$ cat config.mk
export PLATFORM = sky130hd
export DESIGN_NAME = sof_divider
export DESIGN_NICKNAME = d
export VERILOG_FILES = /design/src/source/telemetry_pkg.sv /design/src/source/sof_divider.sv
export SDC_FILE = /design/constraint.sdc
export NUM_CORES = 1
export LEC_CHECK = 0
export BUFFER_PORTS_ARGS = -buffer_cell sky130_fd_sc_hd__buf_2
export CORE_ASPECT_RATIO = 0.75
export CORE_MARGIN = 3
export CORE_UTILIZATION = 35
export CTS_BUF_LIST = sky130_fd_sc_hd__clkbuf_4 sky130_fd_sc_hd__clkbuf_8
export CTS_CLUSTER_SIZE = 30
export DETAILED_ROUTE_END_ITERATION = 8
export GPL_TIMING_DRIVEN = 1
export PLACE_DENSITY_LB_ADDON = 0.05
export SKIP_CTS_REPAIR_TIMING = 1
export SLEW_MARGIN = 5
export SYNTH_ARGS = -nofsm -noshare
export SYNTH_HDL_FRONTEND = slang
export SYNTH_SLANG_ARGS = --single-unit
$ cat constraint.sdc
create_clock -name clock -period 2 [get_ports clock]
set_input_delay 0.1 -clock clock [delete_from_list [all_inputs] [get_ports clock]]
set_output_delay 0.1 -clock clock [all_outputs]
set_load 0.02 [all_outputs]
$ cat src/source/telemetry_pkg.sv
package telemetry_pkg;

  localparam logic [3:0] telemetry_endpoint = 4'd2;
  localparam int packet_words = 8;
  localparam int fifo_depth = 512;
  localparam int level_bits = 10;
  localparam int sof_count_bits = 11;

  typedef logic [2:0] err_code_t;
  typedef logic [2:0] blk_index_t;

  // Error sources, highest priority first
  localparam err_code_t err_timeout = 3'd7;
  localparam err_code_t err_suspend = 3'd6;
  localparam err_code_t err_sent = 3'd5;
  localparam err_code_t err_recv = 3'd4;
  localparam err_code_t err_token = 3'd3;

  localparam logic [3:0] usb_state_suspend = 4'h8;
  localparam blk_index_t blk_index_invalid = 3'd7;
  localparam logic [1:0] line_state_j = 2'b01;

  typedef union packed {
    struct packed {
      logic       zero;
      logic [1:0] line_state;
      logic       usb_reset;
      logic [3:0] usb_endpt;
      logic [3:0] usb_tuser;
      logic [3:0] usb_state;
      logic       crc_error;
      err_code_t  err_code;
      logic       sof_tick;
      blk_index_t blk_index;
      logic [3:0] ctl_state;
      logic [3:0] phy_state;
    } fields;
    // Byte 0 is the low byte and goes out first
    logic [3:0][7:0] bytes;
  } telemetry_word_u;

endpackage

$ cat src/source/sof_divider.sv
`timescale 1ns/1ps
module sof_divider (
  input  logic clock,
  input  logic reset,
  input  logic usb_sof_i,
  input  logic high_speed_i,
  output logic sof_tick_o
);
  import telemetry_pkg::*;

  logic                      sof_q;
  logic                      sof_rise;
  logic [sof_count_bits-1:0] count_q;
  logic [sof_count_bits:0]   step;
  logic [sof_count_bits:0]   count_next;

  // High speed sends eight SOFs per millisecond, full speed one
  assign step = high_speed_i ? (sof_count_bits + 1)'(1) : (sof_count_bits + 1)'(8);
  assign count_next = {1'b0, count_q} + step;
  assign sof_rise = usb_sof_i && !sof_q;

  always_ff @(posedge clock) begin
    if (reset) begin
      sof_q      <= 1'b0;
      count_q    <= '0;
      sof_tick_o <= 1'b0;
    end else begin
      sof_q <= usb_sof_i;
      if (sof_rise) begin
        count_q <= count_next[sof_count_bits-1:0];
      end
      // Carry out of the accumulator marks 256 ms
      sof_tick_o <= sof_rise && count_next[sof_count_bits];
    end
  end

  single_tick_a: assert property (@(posedge clock) disable iff (reset)
    sof_tick_o |=> !sof_tick_o);

endmodule

# ---- After elaboration in Yosys (flattened, before gate mapping)
# Index checks and enable logic that the tools add are counted.
dict set report word_totals {
  reg_bits 13
  output_inout_bits 1
  wordCells 8
  in_bits 4
}
dict set report classes {
  reduce_logical 3
  mux 1
  addsub 1
}
# operator n
set ops {}
lappend ops {{adder 11 x 4 -> 12 bit} 1}
lappend ops {{2-to-1 mux 4 bit} 1}
lappend ops {{logical AND 1 bit} 2}
lappend ops {{zero test 1 bit} 1}

# ---- Logic depth before layout (Yosys ltp)
dict set report logic_depth {
  word_depth 3
  depth_mapped 5
  ltp_nobuf 5
}

# ---- Worst setup path before layout
# Ideal clock, no wire load.
dict set report synth_timing {
  path_kind {flip-flop to flip-flop}
  from {reg count_q[0]}
  to {reg count_q[8]}
  setup_ns 0.071
  required_ns 1.929
  synth_period_minus_slack_ns 1.494
  path_buffers 0
  t_arrival_ns 1.424
  path_stages_with_launch 6
  setup_slack_ns 0.506
  cell_sequence {dfxtp_1 ha_1 ha_1 a31oi_2 or4_1 a21oi_1}
}
dict set report synth_via {
  elab_chain_len 1
}
# item line
set synth_lines {}
lappend synth_lines {{start, declared} sof_divider.sv:13} ;# logic [sof_count_bits-1:0] count_q;
lappend synth_lines {{start signal, assigned} sof_divider.sv:30} ;# count_q <= count_next[sof_count_bits-1:0];
lappend synth_lines {{adder 11 x 4 -> 12 bit} sof_divider.sv:19} ;# assign count_next = {1'b0, count_q} + step;
# Every way passes these cells.
# A chain may end at the register's enable or synchronous reset.

# ---- Worst setup path after layout
dict set report layout_timing {
  from {reg count_q[0]}
  to {reg count_q[10]}
}
# The elaborated chain is that of the path after synthesis.

==> summary.txt <==
Timing
  – Hold slack: 127 ps
  – Slew Viols, Final: 0
  – Clock skew after layout: 11.7 ps
  – Worst slew pin tran: 426 ps
  – Slew margin rel.: 71.6%
  – Peak Freq: 603 MHz
  – Min Tclk post-route: 1660 ps
  – RSZ-0062 raised after global routing: false
  – Fin crit share: 82.9%
  – Final-report hold violation count: 0
  – Setup TNS: 0 ps
  – Final setup fails: 0

Clock network
  – CTS tree: built
  – Worst-path clk slew: 90 ps
  – Clock sinks: 13
  – Htree depth: 1
  – Clock latency on the worst-skew pair: 280 ps
  – TritonCTS Buffers: 3
  – Clock tree buffer depth: 2
  – Clock root buffer master: clkbuf_4

Global routing
  – Initial antenna violation count: 0
  – Overall Global Routing Usage: 10.9%
  – Largest net degree at the start of global routing: 17
  – Number of global-route vias before repair: 429
  – Global-route wire length before repair: 2000 µm
  – Grt total ovfl: 0

Run
  – MaxCap Viol Count: 0

Placement
  – RePlAce Congestion: 0.761
  – I/O Buffers: 4
  – Final HPWL DP: 858 µm

Worst hold path
  – Worst hold stages: 2
  – Hold path endpoint: sof_q
  – Worst hold-check path type: input port to flop
  – Min-Delay Startpoint: usb_sof_i

Pwr
  – VDD IR max: 0.468 mV
  – Power density over the cells: 665 nW/µm²
  – Leak pwr: 0.254 nW

Drt
  – Drt via density: 5.44
  – Initial DRC Count: 6
  – Final wirelength: 1190 µm
  – Via count: 511
  – Wirelength per Cell: 12.6 µm
  – DRC viols: 0
  – Post-route ant nets: 0
  – Drt pass-1 iters: 4

Worst setup path
  – CP max FO: 8
  – CP Launch Point: count_q[0]
  – Crit path required time: 2200 ps
  – RR Endpoint: count_q[10]
  – Startpoint types: flop
  – Crit Path Category: flop to flop
  – Crit Reg-Reg Startpoint: count_q[0]
  – Reg2reg setup slack: 340 ps
  – Worst R2R Path Depth: 5
  – Critical path arrival: 1860 ps
  – Crit. End Element: flop

Floorplanning
  – Initial Util: 39.9%
  – IO Pins: 5
  – Die footprint: 2370 µm²
  – Die Width: 55.2 µm
  – DIE HEIGHT: 42.9 µm
  – Core footprint: 1590 µm²
  – Row count: 12

Cells and area
  – Area delta synth->final: 10.4%
  – N_diodes: 0
  – Share of cells above drive strength 1: 17.8%
  – Commonest cells after routing, fill and taps aside: dfxtp_1, nor2_1, nor2b_1
  – Fin nets: 81
  – Commonest non-fill, non-tap cell in the layout: dfxtp_1

Yosys
  – Largest area contributor in the netlist: dfxtp_1
  – Synth Register Bits: 13
  – Synth area leaders: dfxtp_1, ha_1, mux2_2
  – Top cell type's share of synthesized area: 40.9%
  – Synth Cell Area: 636 µm²
  – Synth Warn #: 0
  – Mapped Avg Cell Area: 9.49 µm²
  – Seq/Total Area, Yosys: 40.9%
  – Syn_nets: 74
  – Synth unique cells: 26
  – Cells after synthesis: 67

Outcome
  – Status: completed
[worst max-delay path by stage]
| stage | end | slack, ps | cells past startpoint |
|---|---|---|---|
| after floorplan | count_q[8] | 510 | 5 |
| after global placement | count_q[10] | 360 | 5 |
| after detailed placement | count_q[8] | 350 | 5 |
| after CTS | count_q[10] | 320 | 5 |
| after global routing | count_q[10] | 230 | 5 |
| final | count_q[10] | 340 | 5 |
[sequential cells by signal (all words and copies together) (netlist names)]
signal	cells
sof_tick_o	1
sof_q	1
count_q	11
[where the power goes]
part	switching (mW)	internal (mW)	total, mW	leakage [nW]
clock network	0.0855	0.0741	0.160	0.0177
registers	0.00466	0.264	0.269	0.105
logic	0.0220	0.0164	0.0384	0.131
total	0.112	0.355	0.467	0.254
[critical path: stages (launching register included)]
cell and delay [ps]:
dfxtp_1 340, ha_1 190, ha_1 200, a31oi_2 180, or4_1 530, a21oi_1 140
[stage by stage]
step | instances | instance area [µm²] | utilization, % | worst slack, ps | power, mW
final | 94 | 702 | 44.1 | 342 | 0.467
after global routing | 94 | 702 | 44.1 | 232 | 0.501
after CTS | 94 | 702 | 44.1 | 320 | 0.478
after detailed placement | 90 | 674 | 42.4 | 351 | 0.314
after global placement | 90 | 674 | 42.4 | 360 | 0.314
after floorplan | 67 | 636 | - | 506 | 0.303
[routing by layer]
layer | vias to the layer above | share of wire, % | track usage (%)
met2 | 5 | 39 | 13.9
met4 | 0 | 0.93 | 1.46
met5 | - | 0 | 0
met1 | 242 | 57 | 15.6
met3 | 2 | 3.2 | 6.38
li1 | 262 | - | -
[cells by family (layout without fill, tap and decap cells)]
group	after synthesis	after routing	synth area share [%]
AND/OR/NAND/NOR	30	30	28.5
buffers and inverters	3	9	1.77
adder cells (fa/ha/maj)	3	3	5.91
flip-flops	13	13	40.9
multiplexers	5	5	8.46
XOR/XNOR	2	2	2.76
AO/OA/AOI/OAI	11	11	11.6
[synthesized netlist by cell type]
cell / n
nand3b_1: 2
or2b_1: 1
clkbuf_1: 2
or4_1: 2
mux2_2: 3
o31ai_1: 2
mux2i_1: 2
nand2_1: 1
nor2_1: 7
inv_1: 1
o21ai_0: 2
dfxtp_1: 13
a31oi_2: 1
nand4b_1: 3
or3_1: 1
a211oi_1: 1
nor3b_1: 2
nor3_1: 1
ha_1: 3
or3_2: 1
a21oi_1: 4
nor2b_1: 5
xor2_1: 2
a41oi_1: 1
nand3_1: 2
nand4_1: 2
[area by class of cell]
| class | count | area, µm² |
|---|---|---|
| fillers | 175 | 890 |
| multi-input cells | 51 | 364 |
| flip-flops and latches | 13 | 260 |
| well taps | 21 | 26.3 |
| clock buffers | 3 | 22.5 |
| repair buffers | 4 | 20.0 |
| clock inverters | 1 | 5.00 |
| inverters | 1 | 3.75 |
Note: power is estimated with default switching activity, not from simulation.
