[src/source/telemetry_pkg.sv]
package telemetry_pkg;

  localparam logic [3:0] telemetry_endpoint = 4'd2;
  localparam int packet_words = 8;
  localparam int fifo_depth = 512;
  localparam int level_bits = 10;
  localparam int sof_count_bits = 11;

  typedef logic [2:0] err_code_t;
  typedef logic [2:0] blk_index_t;

  // Error sources, highest priority first
  localparam err_code_t err_timeout = 3'd7;
  localparam err_code_t err_suspend = 3'd6;
  localparam err_code_t err_sent = 3'd5;
  localparam err_code_t err_recv = 3'd4;
  localparam err_code_t err_token = 3'd3;

  localparam logic [3:0] usb_state_suspend = 4'h8;
  localparam blk_index_t blk_index_invalid = 3'd7;
  localparam logic [1:0] line_state_j = 2'b01;

  typedef union packed {
    struct packed {
      logic       zero;
      logic [1:0] line_state;
      logic       usb_reset;
      logic [3:0] usb_endpt;
      logic [3:0] usb_tuser;
      logic [3:0] usb_state;
      logic       crc_error;
      err_code_t  err_code;
      logic       sof_tick;
      blk_index_t blk_index;
      logic [3:0] ctl_state;
      logic [3:0] phy_state;
    } fields;
    // Byte 0 is the low byte and goes out first
    logic [3:0][7:0] bytes;
  } telemetry_word_u;

endpackage

[src/source/telemetry_capture.sv]
`timescale 1ns/1ps
module telemetry_capture (
  input  logic                          clock,
  input  logic                          reset,
  input  logic                          usb_enum_i,
  input  telemetry_pkg::err_code_t       err_code_i,
  input  telemetry_pkg::blk_index_t      blk_index_i,
  input  logic [1:0]                    line_state_i,
  input  logic                          usb_reset_i,
  input  logic                          crc_error_i,
  input  logic [3:0]                    usb_endpt_i,
  input  logic [3:0]                    usb_tuser_i,
  input  logic [3:0]                    usb_state_i,
  input  logic [3:0]                    ctl_state_i,
  input  logic [3:0]                    phy_state_i,
  input  logic                          sof_tick_i,
  input  logic                          wr_ready_i,
  output logic                          wr_valid_o,
  output telemetry_pkg::telemetry_word_u wr_word_o,
  output logic                          wr_last_o
);
  import telemetry_pkg::*;

  localparam int count_bits = $clog2(packet_words);

  logic [28:0]           prev_q;
  logic [count_bits-1:0] count_q;
  logic                  wr_fire;

  always_comb begin
    wr_word_o.fields.zero       = 1'b0;
    wr_word_o.fields.line_state = line_state_i;
    wr_word_o.fields.usb_reset  = usb_reset_i;
    wr_word_o.fields.usb_endpt  = usb_endpt_i;
    wr_word_o.fields.usb_tuser  = usb_tuser_i;
    wr_word_o.fields.usb_state  = usb_state_i;
    wr_word_o.fields.crc_error  = crc_error_i;
    wr_word_o.fields.err_code   = err_code_i;
    wr_word_o.fields.sof_tick   = sof_tick_i;
    wr_word_o.fields.blk_index  = blk_index_i;
    wr_word_o.fields.ctl_state  = ctl_state_i;
    wr_word_o.fields.phy_state  = phy_state_i;
  end

  // Line state toggles too often to be worth a word
  assign wr_valid_o = usb_enum_i && (wr_word_o[28:0] != prev_q);
  assign wr_fire = wr_valid_o && wr_ready_i;
  assign wr_last_o = count_q == count_bits'(packet_words - 1);

  // Compare against last cycle's word, written or dropped
  always_ff @(posedge clock) begin
    if (reset) begin
      prev_q <= '0;
    end else begin
      prev_q <= wr_word_o[28:0];
    end
  end

  always_ff @(posedge clock) begin
    if (reset) begin
      count_q <= '0;
    end else if (wr_fire) begin
      if (wr_last_o) begin
        count_q <= '0;
      end else begin
        count_q <= count_q + 1'b1;
      end
    end
  end

endmodule

[config.mk]
export PLATFORM = sky130hd
export DESIGN_NAME = telemetry_capture
export DESIGN_NICKNAME = d
export VERILOG_FILES = /design/src/source/telemetry_pkg.sv /design/src/source/telemetry_capture.sv
export SDC_FILE = /design/constraint.sdc
export NUM_CORES = 1
export LEC_CHECK = 0
export BUFFER_PORTS_ARGS = -buffer_cell sky130_fd_sc_hd__buf_2
export CELL_PAD_IN_SITES_DETAIL_PLACEMENT = 1
export CELL_PAD_IN_SITES_GLOBAL_PLACEMENT = 2
export CORE_ASPECT_RATIO = 1.1
export CORE_MARGIN = 8
export CORE_UTILIZATION = 29
export CTS_BUF_LIST = sky130_fd_sc_hd__clkbuf_8 sky130_fd_sc_hd__clkbuf_16
export CTS_CLUSTER_DIAMETER = 150
export DETAILED_ROUTE_END_ITERATION = 6
export GPL_ROUTABILITY_DRIVEN = 0
export PLACE_DENSITY = 0.89
export RECOVER_POWER = 100
export REMOVE_ABC_BUFFERS = 1
export SLEW_MARGIN = 10
export SYNTH_ARGS = -nofsm -noshare
export SYNTH_HDL_FRONTEND = slang
export SYNTH_SLANG_ARGS = --single-unit
[constraint.sdc]
create_clock -name clock -period 3.05 [get_ports clock]
set_input_delay 0.61 -clock clock [delete_from_list [all_inputs] [get_ports clock]]
set_output_delay 0.61 -clock clock [all_outputs]
set_load 0.01 [all_outputs]
Word level (Yosys, flattened, before mapping) --
Index checks and enable logic that the tools add are counted.
Storage, ports and cells: bits in registers 32, input port bits 35
Cells by class: $add $sub $neg 1, eq/ne operators 2, mux-type cells 1, reductions and logical operators 2
Operator list (number):
- $ne 29x29->1 | 1
- $add 3x1->3 const B | 1
- $eq 3x3->1 const B | 1
- $mux 3 | 1
- $logic_and 1x1->1 | 2

Longest topological paths before layout --
depth after elaboration 3, depth in mapped cells 5

Least setup slack after synthesis --
No wires, ideal clock.
path type input port to output port, from in err_code_i[2], to out wr_valid_o, arrival time 1.368 ns, slack 1.072 ns, stages on the path 4, buffers on the path 0, cells stage by stage xnor2_1 > nand4_1 > nor4_2 > a21boi_0
On the way: word-level cells in the longest chain between the ends 2
RTL lines:
- start, declared | RTL line telemetry_capture.sv:6 | input telemetry_pkg::err_code_t err_code_i,
- $ne 29x29->1 | RTL line telemetry_capture.sv:46 | assign wr_valid_o = usb_enum_i && (wr_word_o[28:0] != prev_q);
- $logic_and 1x1->1 | RTL line telemetry_capture.sv:46
- end, declared | RTL line telemetry_capture.sv:18 | output logic wr_valid_o,
Every way passes these cells.

Worst setup path in the final report --
from in usb_state_i[3], to out wr_valid_o
On the way: word-level cells in the longest chain between the ends 2
RTL lines:
- start, declared | RTL line telemetry_capture.sv:13 | input logic [3:0] usb_state_i,
- $ne 29x29->1 | RTL line telemetry_capture.sv:46
- $logic_and 1x1->1 | RTL line telemetry_capture.sv:46
Every way passes these cells.

==> flow_summary.yaml <==
pwr:
  vdd_drop_max_mv: 0.260
  p_switching_mw: 0.216
  cellPowerDensity_nw_per_um2: 541
  p_int_mw: 0.705
  power.total_mw: 0.921
  clkPwrFrac: 0.373
  pwr-share-comb: 0.138
  swShare: 0.234
  pwr-share-seq: 0.489
  p_leak_nw: 0.655
sta:
  final_max_slew_viol_count: 0
  final.min_clock_period_ns: 2.43
  fmax_ghz: 0.412
  skew_ns: 0.00613
  finalHoldViolations: 0
  tightest_slew_ns: 1.43
  setup_tns_ns: 0
  setup_viol: 0
  timing.final.crit_share: 0.795
  hold_slack_ns: 0.484
  grt_setup_unrepaired: "false"
  timing.final.ws_setup_ns: 0.624
  maxSlewHeadroom: 0.0460
critical_path:
  cp_max_fo: 3
  crit_arrival_ns: 1.82
  max_stage_delay_ns: 0.47
  r2r_cells: 5
  cp_top_family: "simple AND/OR/NAND/NOR gates"
  critPathLaunchType: "input pin"
  critPathKind: "in -> out"
  crit_top_cell: "buf_2"
  cp.depth: 6
  crit_chain: "buf_2, xnor2_1, nand4_1, nor4_1, a21boi_0, buf_2"
  end_kind: "primary output"
  required_ns: 2.44
  crit_buf_inv: 2
  cpMaxStageDelayCell: "nor4_1"
clock_network:
  cts_tree: "done"
  cts_resized: 0
  clockBufferDepth: 2
  postCtsHoldBufs: 0
  clk-insertion-delay-late_ns: 0.28
  cts_buffers: 5
  cts-root-buf: "clkbuf_8"
  post_cts_buffers: 0
  path_clk_slew_ns: 0.06
  h-tree-depth: 2
  clock-sinks: 32
grt:
  grt_pass1_vias: 1145
  grt_usage: 0.0819
  grt_pass1_wl_um: 5020
  overflow: 0
  antenna_found_initial: 0
  grt_max_degree: 36
hold_path:
  hold_class: "reg -> reg"
  holdPathStages: 2
run:
  cap_violations: 0
logic_synthesis:
  yosys.area.top_type: "dfxtp_1"
  synthCells: 150
  ys_top_cells_by_area: "dfxtp_1, xnor2_1, buf_4"
  ys_ff_latch: 32
  syn_avg_cell_area_um2: 10.1
  synth_warnings: 0
  synth_area_um2: 1520
  yosysSeqAreaShare: 0.422
  synth_top_area_share: 0.422
  synth_cell_type_count: 17
placement:
  pre_cts_slack_ns: 0.724
  io_buffers: 63
  hpwlAfterDp_um: 2470
run_status:
  status: "finished clean"
die:
  die_w_um: 85.0
  core_area_um2: 5030
  start_util: 0.302
  die_y_um: 91.9
  num_io_pins: 69
  die_area_um2: 7810
  num_rows: 27
detailed_routing:
  via_per_inst: 4.22
  drt_first_pass_iters: 2
  drt-wirelength-per-cell_um: 12.6
  drt_iter0_markers: 25
  post-route-drc-count: 0
  drtAntennaViolNets: 0
  vias: 1025
  wl_um: 3050
layout:
  regArea_um2: 641
  nets: 222
  area_growth_pct: 12.1
  multiInputGateArea_um2: 617
  drive_gt1_frac: 0.222
  insertedDiodeCount: 0
  num-fill-cells: 618
-- state kept, by name (all words and copies together), names as in the netlist --
name / cells
count_q: 3
prev_q: 29
-- layout make-up --
cell class / count / share of cell area
multi-input cells: 83 / 0.362
well taps: 58 / 0.0426
clock buffers: 7 / 0.0566
flip-flops and latches: 32 / 0.376
repair buffers: 63 / 0.162
-- path summary, 6_finish.rpt --
kind	from	endpoint	slack, ns
max	usb_state_i[3]	wr_valid_o	0.62
min	count_q[1]	count_q[1]	0.48
max reg2reg	prev_q[19]	count_q[0]	1.39
min reg2reg	count_q[1]	count_q[1]	0.48
-- synthesized netlist by cell type --
master / n
xnor2_1: 29
nand2b_1: 4
nor2b_1: 30
a21oi_2: 1
mux2_4: 1
nand2_1: 2
mux2i_1: 2
nand3_1: 1
conb_1: 1
ha_1: 2
a21boi_0: 1
clkbuf_1: 3
dfxtp_1: 32
buf_4: 32
nand4_1: 6
nor4_2: 2
nor3_1: 1
-- routing by layer --
metal  wire, µm  track usage
met5          0            0
met3        113       0.0294
met1       1310       0.0835
met2       1550        0.139
met4         82       0.0535
-- cell usage in the layout (no fill, tap or decap) --
master / instances
a21boi_0: 1
a21oi_2: 1
buf_2: 32
clkbuf_1: 31
clkbuf_8: 7
conb_1: 1
dfxtp_1: 32
ha_1: 2
mux2_1: 1
mux2i_1: 2
nand2_1: 2
nand2b_1: 4
nand3_1: 1
nand4_1: 6
nor2b_1: 30
nor3_1: 1
nor4_1: 1
nor4_2: 1
xnor2_1: 29
-- worst register-to-register path, stage by stage (launching register included) --
cell	delay, ns
dfxtp_1	0.31
xnor2_1	0.15
nand4_1	0.13
nor4_1	0.47
a21oi_2	0.17
mux2_1	0.33
-- power groups by stage --
stage	sequential (mW)	combinational, mW	clock, mW
2_1_floorplan	0.458	0.0586	0
3_3_place_gp	0.459	0.135	0
3_5_place_dp	0.460	0.137	0
4_1_cts	0.450	0.138	0.358
5_1_grt	0.452	0.142	0.380
6_report	0.450	0.127	0.343
-- per-stage QoR --
step,cells,area [µm²],util
floorplan,115,1270,-
global placement,236,1660,0.329
detailed placement,236,1660,0.329
CTS,243,1750,0.348
global route,243,1700,0.338
finish,243,1700,0.338
-- cell families (layout without fill, tap and decap cells) --
logic type	Yosys count	in the layout	synth area share
AND/OR/NAND/NOR	46	46	0.193
buffers and inverters	35	70	0.166
flip-flops	32	32	0.422
XOR/XNOR	29	29	0.167
multiplexers	3	3	0.0231
adder cells (fa/ha/maj)	2	2	0.0165
AO/OA/AOI/OAI	2	2	0.0107
other	1	1	0.00247
Power figures use the tool's default switching activity.
