[src/source/telemetry_pkg.sv]
package telemetry_pkg;

  localparam logic [3:0] telemetry_endpoint = 4'd2;
  localparam int packet_words = 8;
  localparam int fifo_depth = 512;
  localparam int level_bits = 10;
  localparam int sof_count_bits = 11;

  typedef logic [2:0] err_code_t;
  typedef logic [2:0] blk_index_t;

  // Error sources, highest priority first
  localparam err_code_t err_timeout = 3'd7;
  localparam err_code_t err_suspend = 3'd6;
  localparam err_code_t err_sent = 3'd5;
  localparam err_code_t err_recv = 3'd4;
  localparam err_code_t err_token = 3'd3;

  localparam logic [3:0] usb_state_suspend = 4'h8;
  localparam blk_index_t blk_index_invalid = 3'd7;
  localparam logic [1:0] line_state_j = 2'b01;

  typedef union packed {
    struct packed {
      logic       zero;
      logic [1:0] line_state;
      logic       usb_reset;
      logic [3:0] usb_endpt;
      logic [3:0] usb_tuser;
      logic [3:0] usb_state;
      logic       crc_error;
      err_code_t  err_code;
      logic       sof_tick;
      blk_index_t blk_index;
      logic [3:0] ctl_state;
      logic [3:0] phy_state;
    } fields;
    // Byte 0 is the low byte and goes out first
    logic [3:0][7:0] bytes;
  } telemetry_word_u;

endpackage

[src/source/usb_state_encoder.sv]
`timescale 1ns/1ps
module usb_state_encoder (
  input  logic                     clock,
  input  logic                     reset,
  input  logic                     timeout_i,
  input  logic                     usb_sent_i,
  input  logic                     usb_recv_i,
  input  logic                     tok_recv_i,
  input  logic [2:0]               usb_error_i,
  input  logic [3:0]               usb_state_i,
  input  logic [7:0]               blk_state_i,
  input  logic [1:0]               line_state_i,
  input  logic                     usb_reset_i,
  input  logic                     crc_error_i,
  input  logic [3:0]               usb_endpt_i,
  input  logic [3:0]               usb_tuser_i,
  input  logic [3:0]               ctl_state_i,
  input  logic [3:0]               phy_state_i,
  output telemetry_pkg::err_code_t  err_code_o,
  output telemetry_pkg::blk_index_t blk_index_o,
  output logic [1:0]               line_state_o,
  output logic                     usb_reset_o,
  output logic                     crc_error_o,
  output logic [3:0]               usb_endpt_o,
  output logic [3:0]               usb_tuser_o,
  output logic [3:0]               usb_state_o,
  output logic [3:0]               ctl_state_o,
  output logic [3:0]               phy_state_o
);
  import telemetry_pkg::*;

  err_code_t  err_code;
  blk_index_t blk_index;

  // Strobes override the core's own error field
  always_comb begin
    if (timeout_i) begin
      err_code = err_timeout;
    end else if (usb_state_i == usb_state_suspend) begin
      err_code = err_suspend;
    end else if (usb_sent_i) begin
      err_code = err_sent;
    end else if (usb_recv_i) begin
      err_code = err_recv;
    end else if (tok_recv_i) begin
      err_code = err_token;
    end else begin
      err_code = usb_error_i;
    end
  end

  always_comb begin
    case (blk_state_i)
      8'h01:   blk_index = 3'd0;
      8'h02:   blk_index = 3'd1;
      8'h04:   blk_index = 3'd2;
      8'h08:   blk_index = 3'd3;
      8'h10:   blk_index = 3'd4;
      8'h20:   blk_index = 3'd5;
      8'h40:   blk_index = 3'd6;
      default: blk_index = blk_index_invalid;
    endcase
  end

  always_ff @(posedge clock) begin
    if (reset) begin
      err_code_o   <= '0;
      blk_index_o  <= '0;
      line_state_o <= line_state_j;
      usb_reset_o  <= 1'b0;
      crc_error_o  <= 1'b0;
      usb_endpt_o  <= '0;
      usb_tuser_o  <= '0;
      usb_state_o  <= '0;
      ctl_state_o  <= '0;
      phy_state_o  <= '0;
    end else begin
      err_code_o   <= err_code;
      blk_index_o  <= blk_index;
      line_state_o <= line_state_i;
      usb_reset_o  <= usb_reset_i;
      crc_error_o  <= crc_error_i;
      usb_endpt_o  <= usb_endpt_i;
      usb_tuser_o  <= usb_tuser_i;
      usb_state_o  <= usb_state_i;
      ctl_state_o  <= ctl_state_i;
      phy_state_o  <= phy_state_i;
    end
  end

  timeout_code_a: assert property (@(posedge clock) disable iff (reset)
    timeout_i |=> err_code_o == err_timeout);

endmodule

[config.mk]
export PLATFORM = sky130hd
export DESIGN_NAME = usb_state_encoder
export DESIGN_NICKNAME = d
export VERILOG_FILES = /design/src/source/telemetry_pkg.sv /design/src/source/usb_state_encoder.sv
export SDC_FILE = /design/constraint.sdc
export NUM_CORES = 1
export LEC_CHECK = 0
export BUFFER_PORTS_ARGS = -buffer_cell sky130_fd_sc_hd__buf_2
export CORE_ASPECT_RATIO = 0.6
export CORE_UTILIZATION = 42
export CTS_CLUSTER_DIAMETER = 200
export CTS_CLUSTER_SIZE = 16
export DETAILED_ROUTE_END_ITERATION = 16
export GPL_TIMING_DRIVEN = 0
export PLACE_DENSITY = 0.82
export REMOVE_ABC_BUFFERS = 1
export SLEW_MARGIN = 20
export SYNTH_ARGS = -nofsm -noshare
export SYNTH_HDL_FRONTEND = slang
export SYNTH_SLANG_ARGS = --single-unit
[constraint.sdc]
create_clock -name clock -period 2.8 [get_ports clock]
set_input_delay 0.42 -clock clock [delete_from_list [all_inputs] [get_ports clock]]
set_output_delay 0.42 -clock clock [all_outputs]
set_load 0.05 [all_outputs]
# ---- Word level (Yosys, flattened, before mapping)
# Cells that the tools add are included.
dict set report op_classes {
  muxes 6
  n_eq_ne 8
}
# op n
set ops {}
lappend ops {{3-bit case mux with 7 select lines} 1}
lappend ops {{3-bit 2-to-1 mux} 5}
lappend ops {{8-bit by 1-bit equality test with 1-bit output (second input constant)} 1}
lappend ops {{8-bit by 2-bit equality test with 1-bit output (second input constant)} 1}
lappend ops {{8-bit by 3-bit equality test with 1-bit output (second input constant)} 1}
lappend ops {{8-bit by 4-bit equality test with 1-bit output (second input constant)} 1}
lappend ops {{8-bit by 5-bit equality test with 1-bit output (second input constant)} 1}
lappend ops {{8-bit by 6-bit equality test with 1-bit output (second input constant)} 1}
lappend ops {{8-bit by 7-bit equality test with 1-bit output (second input constant)} 1}
lappend ops {{4-bit equality test (second input constant)} 1}
dict set report totals {
  ff_bits 30
  output_inout_bits 30
}

# ---- Depth between registers and ports, before layout
# Gate-level depths: netlist (run 1).
dict set report logic_depth {
  word_depth 5
  depth_mapped 4
  depth_no_buf 4
}

# ---- Least setup slack after synthesis (run 1)
# OpenSTA, ideal clock, no wires.
dict set report synth_timing {
  path_kind {input-to-reg}
  from {input blk_state_i[4]}
  to {register blk_index_o[0]}
  cell_stages 4
  setup_ns 0.075
  setup_slack_ns 1.406
  n_path_buf 0
  required_time_ns 2.725
  arrival_time_ns 1.319
  path_cell_list {or4_4 -> nor4_2 -> a21oi_1 -> o22ai_2}
}
dict set report synth_between {
  elab_chain_len 2
  elab_cells_between_ends 8
  classes_between {eq/ne (7); mux (1)}
}
# item line
set synth_lines {}
lappend synth_lines {{from (decl)} usb_state_encoder.sv:11} ;# input logic [7:0] blk_state_i,
lappend synth_lines {{8-bit by 7-bit equality test with 1-bit output (tied with other cells)} usb_state_encoder.sv:53} ;# case (blk_state_i)
lappend synth_lines {{3-bit case mux with 7 select lines *} usb_state_encoder.sv:53}
lappend synth_lines {{to (signal assigned)} usb_state_encoder.sv:79} ;# blk_index_o <= blk_index;
lappend synth_lines {{to (decl)} usb_state_encoder.sv:20} ;# output telemetry_pkg::blk_index_t blk_index_o,
# Every way passes the cells marked *; elsewhere a longest branch is shown, timed or not.
# A chain may end at the register's enable or synchronous reset.

# ---- Final worst setup path (run 1)
# Same ends and word-level chain as after synthesis.

==> results of run 1 <==
==> final timing paths <==
kind	endpoint	slack, ns	depth (start not counted)
max	blk_index_o[0]	1.40	5
min	line_state_o[0]	0.35	2
==> final cells by class <==
cell class	instances	area, um2
fillers	185	731
clock buffers	7	86.3
flip-flops and latches	30	601
inverters	1	3.75
multi-input cells	59	382
repair buffers	70	350
well taps	30	37.5
clock inverters	1	5.00
==> layer usage <==
metal  vias to the layer above  global-route usage  wire [um]
li1                        452                   -          -
met1                       382               0.195        907
met2                        59               0.271        930
met3                         7               0.137        285
met4                         0               0.106         59
met5                         -                   0          0
==> through the flow <==
step	instances	utilization	hold slack (ns)	power, mW
detailed placement	190	0.626	0.627	0.650
global placement	190	0.626	0.607	0.644
global route	198	0.667	0.331	1.03
floorplan	90	-	0.489	0.583
finish	198	0.667	0.346	0.982
CTS	198	0.667	0.338	0.997
==> state kept, by name, summed over array words and instances, names as in the netlist <==
name and flops:
usb_state_o 4, usb_tuser_o 4, blk_index_o 3, crc_error_o 1, usb_reset_o 1, usb_endpt_o 4
phy_state_o 4, line_state_o 2, err_code_o 3, ctl_state_o 4
==> cell families after synthesis <==
group	share of synthesized area
xor gates and xnor gates	0.0439
DFF	0.602
and+or+nand+nor	0.246
buffers and inverters	0.0151
AOI/OAI and AO/OA	0.0928
==> where the power goes <==
group / switching (mW) / leakage (nW) / internal (mW)
Clock: 0.144 / 0.0482 / 0.198
Combinational: 0.128 / 0.428 / 0.0558
Sequential: 0.00541 / 0.251 / 0.451
Total: 0.277 / 0.727 / 0.704
==> cells in the mapped netlist <==
master,count,area [um2]
o21ai_0,3,15.0
o21ai_1,1,5.00
nor4_2,1,12.5
o21a_1,1,7.51
nor4b_1,1,8.76
and3b_1,1,8.76
nor3b_1,1,7.51
xnor2_1,1,8.76
or2_2,1,6.26
a41oi_1,1,8.76
a22oi_1,1,7.51
inv_1,1,3.75
dfxtp_1,30,601
nand2b_1,1,6.26
and3_1,1,6.26
nand2_1,1,3.75
o211ai_1,1,7.51
xor2_1,4,35.0
o22ai_2,1,12.5
a21oi_1,3,15.0
nor2_1,8,30.0
or4_4,1,11.3
nor2b_1,23,144
clkbuf_1,3,11.3
a31oi_1,1,6.26
o21bai_1,1,7.51
==> flow_summary.json, run 1 <==
{
  "ys_types": 26,
  "yosys_warnings": 0,
  "cp.buffers_inverters": 1,
  "crit_start": "blk_state_i[4]",
  "leakage_nw": 0.727,
  "grt_pass1_wl_mm": 3.16,
  "die_w_um": 64.9,
  "antenna_cells": 0,
  "fin_ws_ns": 1.40,
  "worstPathMaxFanout": 6,
  "tns_ns": 0,
  "hold_viol_final": 0,
  "viasPerCell": 4.55,
  "die_area_um2": 2580,
  "slowest_stage": "or4_4",
  "core_area_um2": 2200,
  "slew_headroom": 0.651,
  "clock_sinks": 30,
  "path_cells": "buf_2 -> or4_4 -> nor4_2 -> a21oi_1 -> o22ai_2",
  "num-nets-final": 208,
  "grtUsageTotal": 0.185,
  "place_ws_ns": 1.15,
  "irDropWorstVdd_uv": 459,
  "grt_max_degree": 31,
  "hold_path.startpoint": "line_state_i[0]",
  "avgRoutedWirePerCell_um": 11.0,
  "path_class": "input pin to register",
  "p_per_area_nw_per_um2": 670,
  "netlist_area_um2": 997,
  "cp_top_family": "simple AND/OR/NAND/NOR gates",
  "cts.hold.buffers_added": 0,
  "hold_path.class": "input pin to register",
  "tightest_slew_ns": 0.524,
  "end_kind": "register",
  "synth.avg_cell_area_um2": 10.7,
  "cts_tree": "done",
  "clockRootBuffer": "clkbuf_8",
  "die-height_um": 39.7,
  "area_growth_pct": 46.9,
  "cts-buffers-inserted": 5,
  "max_cap_viol_count": 0,
  "ys_seq_elements": 30,
  "final_layout_size_suffix_gt1_frac": 0.482,
  "clk_pin_slew_ns": 0.06,
  "antenna_found_initial": 0,
  "final_area_um2": 1470,
  "slowest_delay_ns": 0.56,
  "post-cts-setup-buffers": 0,
  "cts_max_path_buffers": 2,
  "firstDrtPassIters": 3,
  "worstPathRequired_ns": 3.00,
  "wirelength_mm": 2.18,
  "maxSlewViolCount": 0,
  "ant_nets": 0,
  "status": "finished, final reports clean",
  "min_period_ns": 1.40,
  "netlist_instances": 93,
  "via_count": 900,
  "layout_commonest_cell": "buf_2",
  "rsz0062_at_grt": "no",
  "port_buffers": 70,
  "initial_utilization": 0.454,
  "htree_levels": 2,
  "drtIter0Drc": 17,
  "place_area_um2": 1370,
  "std_cell_rows": 13,
  "crit_arrival_ns": 1.60,
  "setup_viol": 0,
  "overflow": 0,
  "io_pins": 71,
  "detail_route.drc_violations": 0,
  "ys_seq_area_frac": 0.602,
  "place_congestion": 0.676,
  "final_cell_mix": "buf_2, dfxtp_1, nor2b_1",
  "dp_hpwl_mm": 1.67,
  "cp-start-kind": "input pin",
  "fin_crit_sh": 0.500,
  "first_global_vias": 751,
  "cts-resized-gates": 0,
  "max_freq_mhz": 715
}
(Power assumes the default switching activity.)
==> inputs of run 2 (changes only) <==
--- a/config.mk
+++ b/config.mk
@@ -5,14 +5,15 @@
 export SDC_FILE = /design/constraint.sdc
 export NUM_CORES = 1
 export LEC_CHECK = 0
+export ABC_AREA = 1
 export BUFFER_PORTS_ARGS = -buffer_cell sky130_fd_sc_hd__buf_2
 export CORE_ASPECT_RATIO = 0.6
-export CORE_UTILIZATION = 42
+export CORE_UTILIZATION = 37
 export CTS_CLUSTER_DIAMETER = 200
 export CTS_CLUSTER_SIZE = 16
 export DETAILED_ROUTE_END_ITERATION = 16
 export GPL_TIMING_DRIVEN = 0
-export PLACE_DENSITY = 0.82
+export PLACE_DENSITY = 0.74
 export REMOVE_ABC_BUFFERS = 1
 export SLEW_MARGIN = 20
 export SYNTH_ARGS = -nofsm -noshare
==> constraint.sdc (replaced) <==
create_clock -name clock -period 1.2 [get_ports clock]
set_input_delay 0.18 -clock clock [delete_from_list [all_inputs] [get_ports clock]]
set_output_delay 0.18 -clock clock [all_outputs]
set_load 0.05 [all_outputs]
==> run 2 against run 1 <==
Against the previous run:
- first-iteration DRC count up 110%
- final cell count up 29%
- non-clock buffer count unchanged
- area after synthesis up 9.5%
- die area up 23%
- core utilization down 5.3 points
- clock power rose to 3.6 times the previous value
- routed wire length up 0.73%
- flip-flop and latch count unchanged
- critical path depth down 4
- via count up 9.8%
- sequential power up 130%
- largest power group is now the clock network
==> flow_summary.json, run 2 <==
{
  "netlist_area_um2": 1090,
  "yosysTopAreaCell": "dfxtp_1",
  "place_ws_ns": 0.126,
  "firstDrtPassIters": 4,
  "area_growth_pct": 48.7,
  "hold_depth": 2,
  "port_buffers": 70,
  "cts-resized-gates": 0,
  "maxSlewViolCount": 0,
  "cts-buffers-inserted": 5,
  "place_congestion": 0.804,
  "path_class": "register to output pin",
  "worstPathRequired_ns": 1.02,
  "clk_pin_slew_ns": 0.06,
  "netlist_instances": 140,
  "synth.area.top_cells": "dfxtp_1, nor2_1, inv_1, nand2_1, nor2_2",
  "std_cell_rows": 14,
  "ys.flop_type": "dfxtp_1",
  "cts.hold.buffers_added": 0,
  "setup_viol": 0,
  "num-nets-final": 255,
  "path_depth": 1,
  "ant_nets": 0,
  "fin_ws_ns": 0.180,
  "slowest_stage": "dfxtp_1",
  "die_area_um2": 3180,
  "hold_viol_final": 0,
  "io_pins": 71,
  "synth_common_cells": "nor2_1, inv_1, dfxtp_1",
  "placed_cells": 247,
  "layout_commonest_cell": "buf_2",
  "overflow": 0,
  "worstPathMaxFanout": 1,
  "max_freq_mhz": 980,
  "max_cap_viol_count": 0,
  "p_per_area_nw_per_um2": 1680,
  "ys_seq_area_frac": 0.550,
  "post-cts-setup-buffers": 0,
  "final_cell_count_no_fill": 255,
  "yosys_warnings": 0,
  "ys_async_sr_fraction": 0,
  "rsz0062_at_grt": "no",
  "synth_edf_count": 0,
  "grtUsageTotal": 0.153,
  "n_fill_cell": 246,
  "avgRoutedWirePerCell_um": 8.62,
  "min_period_ns": 1.02,
  "tightest_slew_ns": 0.509,
  "synth.avg_cell_area_um2": 7.80,
  "viasPerCell": 3.87,
  "crit_arrival_ns": 0.84,
  "final_cell_mix": "buf_2, nor2_1, inv_1",
  "grt_max_degree": 31,
  "die-height_um": 44.1,
  "grt_pass1_wl_mm": 3.58,
  "cp.buffers_inverters": 1,
  "irDropWorstVdd_uv": 978,
  "core_area_um2": 2650,
  "cts_max_path_buffers": 2,
  "antenna_cells": 0,
  "final_layout_size_suffix_gt1_frac": 0.437,
  "via_count": 988,
  "path_cells": "buf_2",
  "cts_tree": "done",
  "ys_seq_elements": 30,
  "hold_path.class": "input pin to register",
  "die_w_um": 72.1,
  "ys_types": 19,
  "drtIter0Drc": 35,
  "leakage_nw": 0.973,
  "synth_top_cell_area_share": 0.550,
  "cp-start-kind": "register",
  "clock_sinks": 30,
  "cp_top_family": "flip-flops",
  "tns_ns": 0,
  "status": "finished, final reports clean",
  "end_kind": "output pin",
  "detail_route.drc_violations": 0,
  "initial_utilization": 0.413,
  "fin_crit_sh": 0.850,
  "first_global_vias": 861,
  "antenna_found_initial": 0,
  "slew_headroom": 0.661,
  "htree_levels": 2,
  "clockRootBuffer": "clkbuf_8",
  "dp_hpwl_mm": 1.73,
  "wirelength_mm": 2.20,
  "post-synth-top-count-cell": "nor2_1",
  "slowest_delay_ns": 0.31
}
run 2: cell count changes in the layout (fill, tap and decap cells not counted), sizes merged, moves of 2 or more:
cell    before  now
inv          1   34
nor2         8   41
nor2b       23    0
nand2        1   18
nand3        0    4
xor2         4    1
bufinv       0    2
o21ai        4    2
run 2: layer usage:
metal	vias to the layer above	wire, um	global-route usage
li1	548	-	-
met1	406	1070	0.195
met2	32	963	0.226
met3	2	144	0.0615
met4	0	23	0.0824
met5	-	0	0
run 2: final timing paths:
kind | startpoint | end | slack [ns]
setup / recovery | err_code_o[1] | err_code_o[1] | 0.18
hold / removal | line_state_i[0] | line_state_o[0] | 0.09
run 2: stage by stage:
step	total power [mW]	instance area, um2	hold slack, ns	utilization
after floorplan	1.37	1080	0.249	-
after global placement	1.52	1480	0.363	0.560
after detailed placement	1.52	1480	0.371	0.560
after CTS	2.77	1620	0.0771	0.614
after global routing	2.85	1620	0.0871	0.614
final	2.73	1620	0.0898	0.614
run 2: area by class of cell:
type                    count  area, um2  area share
well taps                  40       50.0      0.0308
repair buffers             70        350       0.216
flip-flops and latches     30        601       0.370
inverters                  34        128      0.0786
multi-input cells          73        353       0.217
clock inverters             2       60.1      0.0370
clock buffers               6       82.6      0.0508
run 2: cell families after synthesis:
group                     count (synthesis)  synth area share
and+or+nand+nor                          66             0.284
buffers and inverters                    37             0.127
DFF                                      30             0.550
xor gates and xnor gates                  1           0.00802
AOI/OAI and AO/OA                         6            0.0309
run 2: where the power goes:
part / internal [mW] / switching, mW
Clock: 0.885 / 0.350
Sequential: 1.05 / 0.0115
Combinational: 0.121 / 0.311
==> inputs of run 3 (changes only) <==
--- a/config.mk
+++ b/config.mk
@@ -9,7 +9,6 @@
 export BUFFER_PORTS_ARGS = -buffer_cell sky130_fd_sc_hd__buf_2
 export CORE_ASPECT_RATIO = 0.6
 export CORE_UTILIZATION = 37
-export CTS_CLUSTER_DIAMETER = 200
 export CTS_CLUSTER_SIZE = 16
 export DETAILED_ROUTE_END_ITERATION = 16
 export GPL_TIMING_DRIVEN = 0
==> constraint.sdc (replaced) <==
create_clock -name clock -period 0.9 [get_ports clock]
set_input_delay 0.135 -clock clock [delete_from_list [all_inputs] [get_ports clock]]
set_output_delay 0.135 -clock clock [all_outputs]
set_load 0.05 [all_outputs]
==> run 3 against run 2 <==
Against the previous run:
- final cell count is the same
- critical endpoint is now phy_state_o[3]
- first-iteration DRC count grew 26%
- largest cell class unchanged
- combinational power grew 64%
- cell area grew 18%
- non-clock buffer count is the same
- setup slack lost 0.18 ns
==> flow_summary.json, run 3 (same netlist as run 2, synthesis figures left out) <==
{
  "die-height_um": 44.1,
  "leakage_nw": 1.05,
  "firstDrtPassIters": 4,
  "ant_nets": 0,
  "worstPathRequired_ns": 0.76,
  "fin_crit_sh": 0.999,
  "n_fill_cell": 199,
  "grt_pass1_wl_mm": 3.97,
  "cts-buffers-inserted": 5,
  "final_layout_size_suffix_gt1_frac": 0.577,
  "worstPathMaxFanout": 1,
  "slew_headroom": 0.659,
  "clock_sinks": 30,
  "antenna_found_initial": 0,
  "cts_max_path_buffers": 2,
  "post-cts-setup-buffers": 0,
  "setup_viol": 0,
  "via_count": 1035,
  "avgRoutedWirePerCell_um": 9.89,
  "initial_utilization": 0.413,
  "max_cap_viol_count": 0,
  "slowest_stage": "dfxtp_2",
  "cts_tree": "done",
  "rsz0062_at_grt": "yes",
  "cp_top_family": "flip-flops",
  "end_kind": "output pin",
  "hold_depth": 2,
  "wirelength_mm": 2.52,
  "fin_ws_ns": 0.000498,
  "drtIter0Drc": 44,
  "cp-start-kind": "register",
  "place_ws_ns": -0.129,
  "area_growth_pct": 76.2,
  "power.share.sequential": 0.381,
  "irDropWorstVdd_uv": 1380,
  "tns_ns": 0,
  "num-nets-final": 255,
  "port_buffers": 70,
  "p_clk_frac": 0.434,
  "power_switching_uw": 948,
  "path_class": "register to output pin",
  "crit_arrival_ns": 0.76,
  "clk_pin_slew_ns": 0.07,
  "comb_power_share": 0.185,
  "place_area_um2": 1480,
  "final_cell_mix": "buf_2, nor2_1, inv_1",
  "viasPerCell": 4.06,
  "p_int_mw": 2.89,
  "overflow": 0,
  "place_congestion": 0.804,
  "p_total_mw": 3.84,
  "grtUsageTotal": 0.171,
  "p_per_area_nw_per_um2": 1990,
  "hold_viol_final": 0,
  "std_cell_rows": 14,
  "switching_share": 0.247,
  "detail_route.drc_violations": 0,
  "hold_path.startpoint": "line_state_i[0]",
  "final_area_um2": 1920,
  "htree_levels": 2,
  "slowest_delay_ns": 0.35,
  "hold_path.class": "input pin to register",
  "core_area_um2": 2650,
  "clockRootBuffer": "clkbuf_8",
  "layout_commonest_cell": "buf_2",
  "first_global_vias": 976,
  "io_pins": 71,
  "antenna_cells": 0,
  "multi_input_area_um2": 353,
  "status": "finished, final reports clean",
  "dp_hpwl_mm": 1.73,
  "ff_latch_area_um2": 638,
  "whs_endpoint": "line_state_o[0]",
  "cp.buffers_inverters": 1,
  "die_w_um": 72.1,
  "tightest_slew_ns": 0.512,
  "path_cells": "buf_8",
  "maxSlewViolCount": 0,
  "min_period_ns": 0.900,
  "die_area_um2": 3180,
  "grt_max_degree": 31,
  "max_freq_mhz": 1110
}
run 3: cell types whose count changed in the layout (fill, tap and decap cells not counted):
cell     change
buf_2       -30
dfxtp_1     -30
buf_8       +20
dfxtp_2     +30
buf_6       +10
run 3: power groups by stage:
stage,Sequential [mW],Combinational [mW],Clock (mW)
after floorplan,1.72,0.112,0
after global placement,1.45,0.576,0
after detailed placement,1.45,0.580,0
after CTS,1.45,0.673,1.70
after global routing,1.47,0.753,1.77
final,1.46,0.708,1.66
run 3: layer usage:
metal	GRT usage	part of all wire
met3	0.0547	0.049
met5	0	0
met1	0.192	0.43
met4	0.0824	0.0091
met2	0.303	0.51
run 3: what timing repair did:
item / 4_1_cts / 5_1_grt
setup endpoints to repair: 30 / 30
gates resized for setup: 80 / 30
hold buffers: 0 / 0
cloned: 0 / 0
run 3: worst max-delay path by stage:
stage / slack (ns) / cells after the start / from / endpoint
5_1_grt: -0.02 / 1 / phy_state_o[2] / phy_state_o[2]
4_1_cts: -0.0002 / 1 / blk_index_o[1] / blk_index_o[1]
2_1_floorplan: 0.10 / 8 / blk_state_i[2] / blk_index_o[0]
3_5_place_dp: -0.13 / 9 / blk_state_i[7] / blk_index_o[0]
3_3_place_gp: -0.14 / 9 / blk_state_i[7] / blk_index_o[0]
6_report: 0.0005 / 1 / phy_state_o[3] / phy_state_o[3]
run 3: metrics by stage:
step | hold WS (ns) | cells | util
after detailed placement | 0.326 | 247 | 0.560
final | 0.0446 | 255 | 0.728
after floorplan | 0.204 | 137 | -
after global routing | 0.0420 | 255 | 0.728
after CTS | 0.0321 | 255 | 0.695
after global placement | 0.318 | 247 | 0.560
run 3: final cells by class:
class                           instances  area share
Tap cell                               40      0.0260
Clock inverter                          2      0.0312
Multi-Input combinational cell         73       0.183
Clock buffer                            6      0.0429
Timing Repair Buffer                   70       0.319
Inverter                               34      0.0663
Sequential cell                        30       0.332
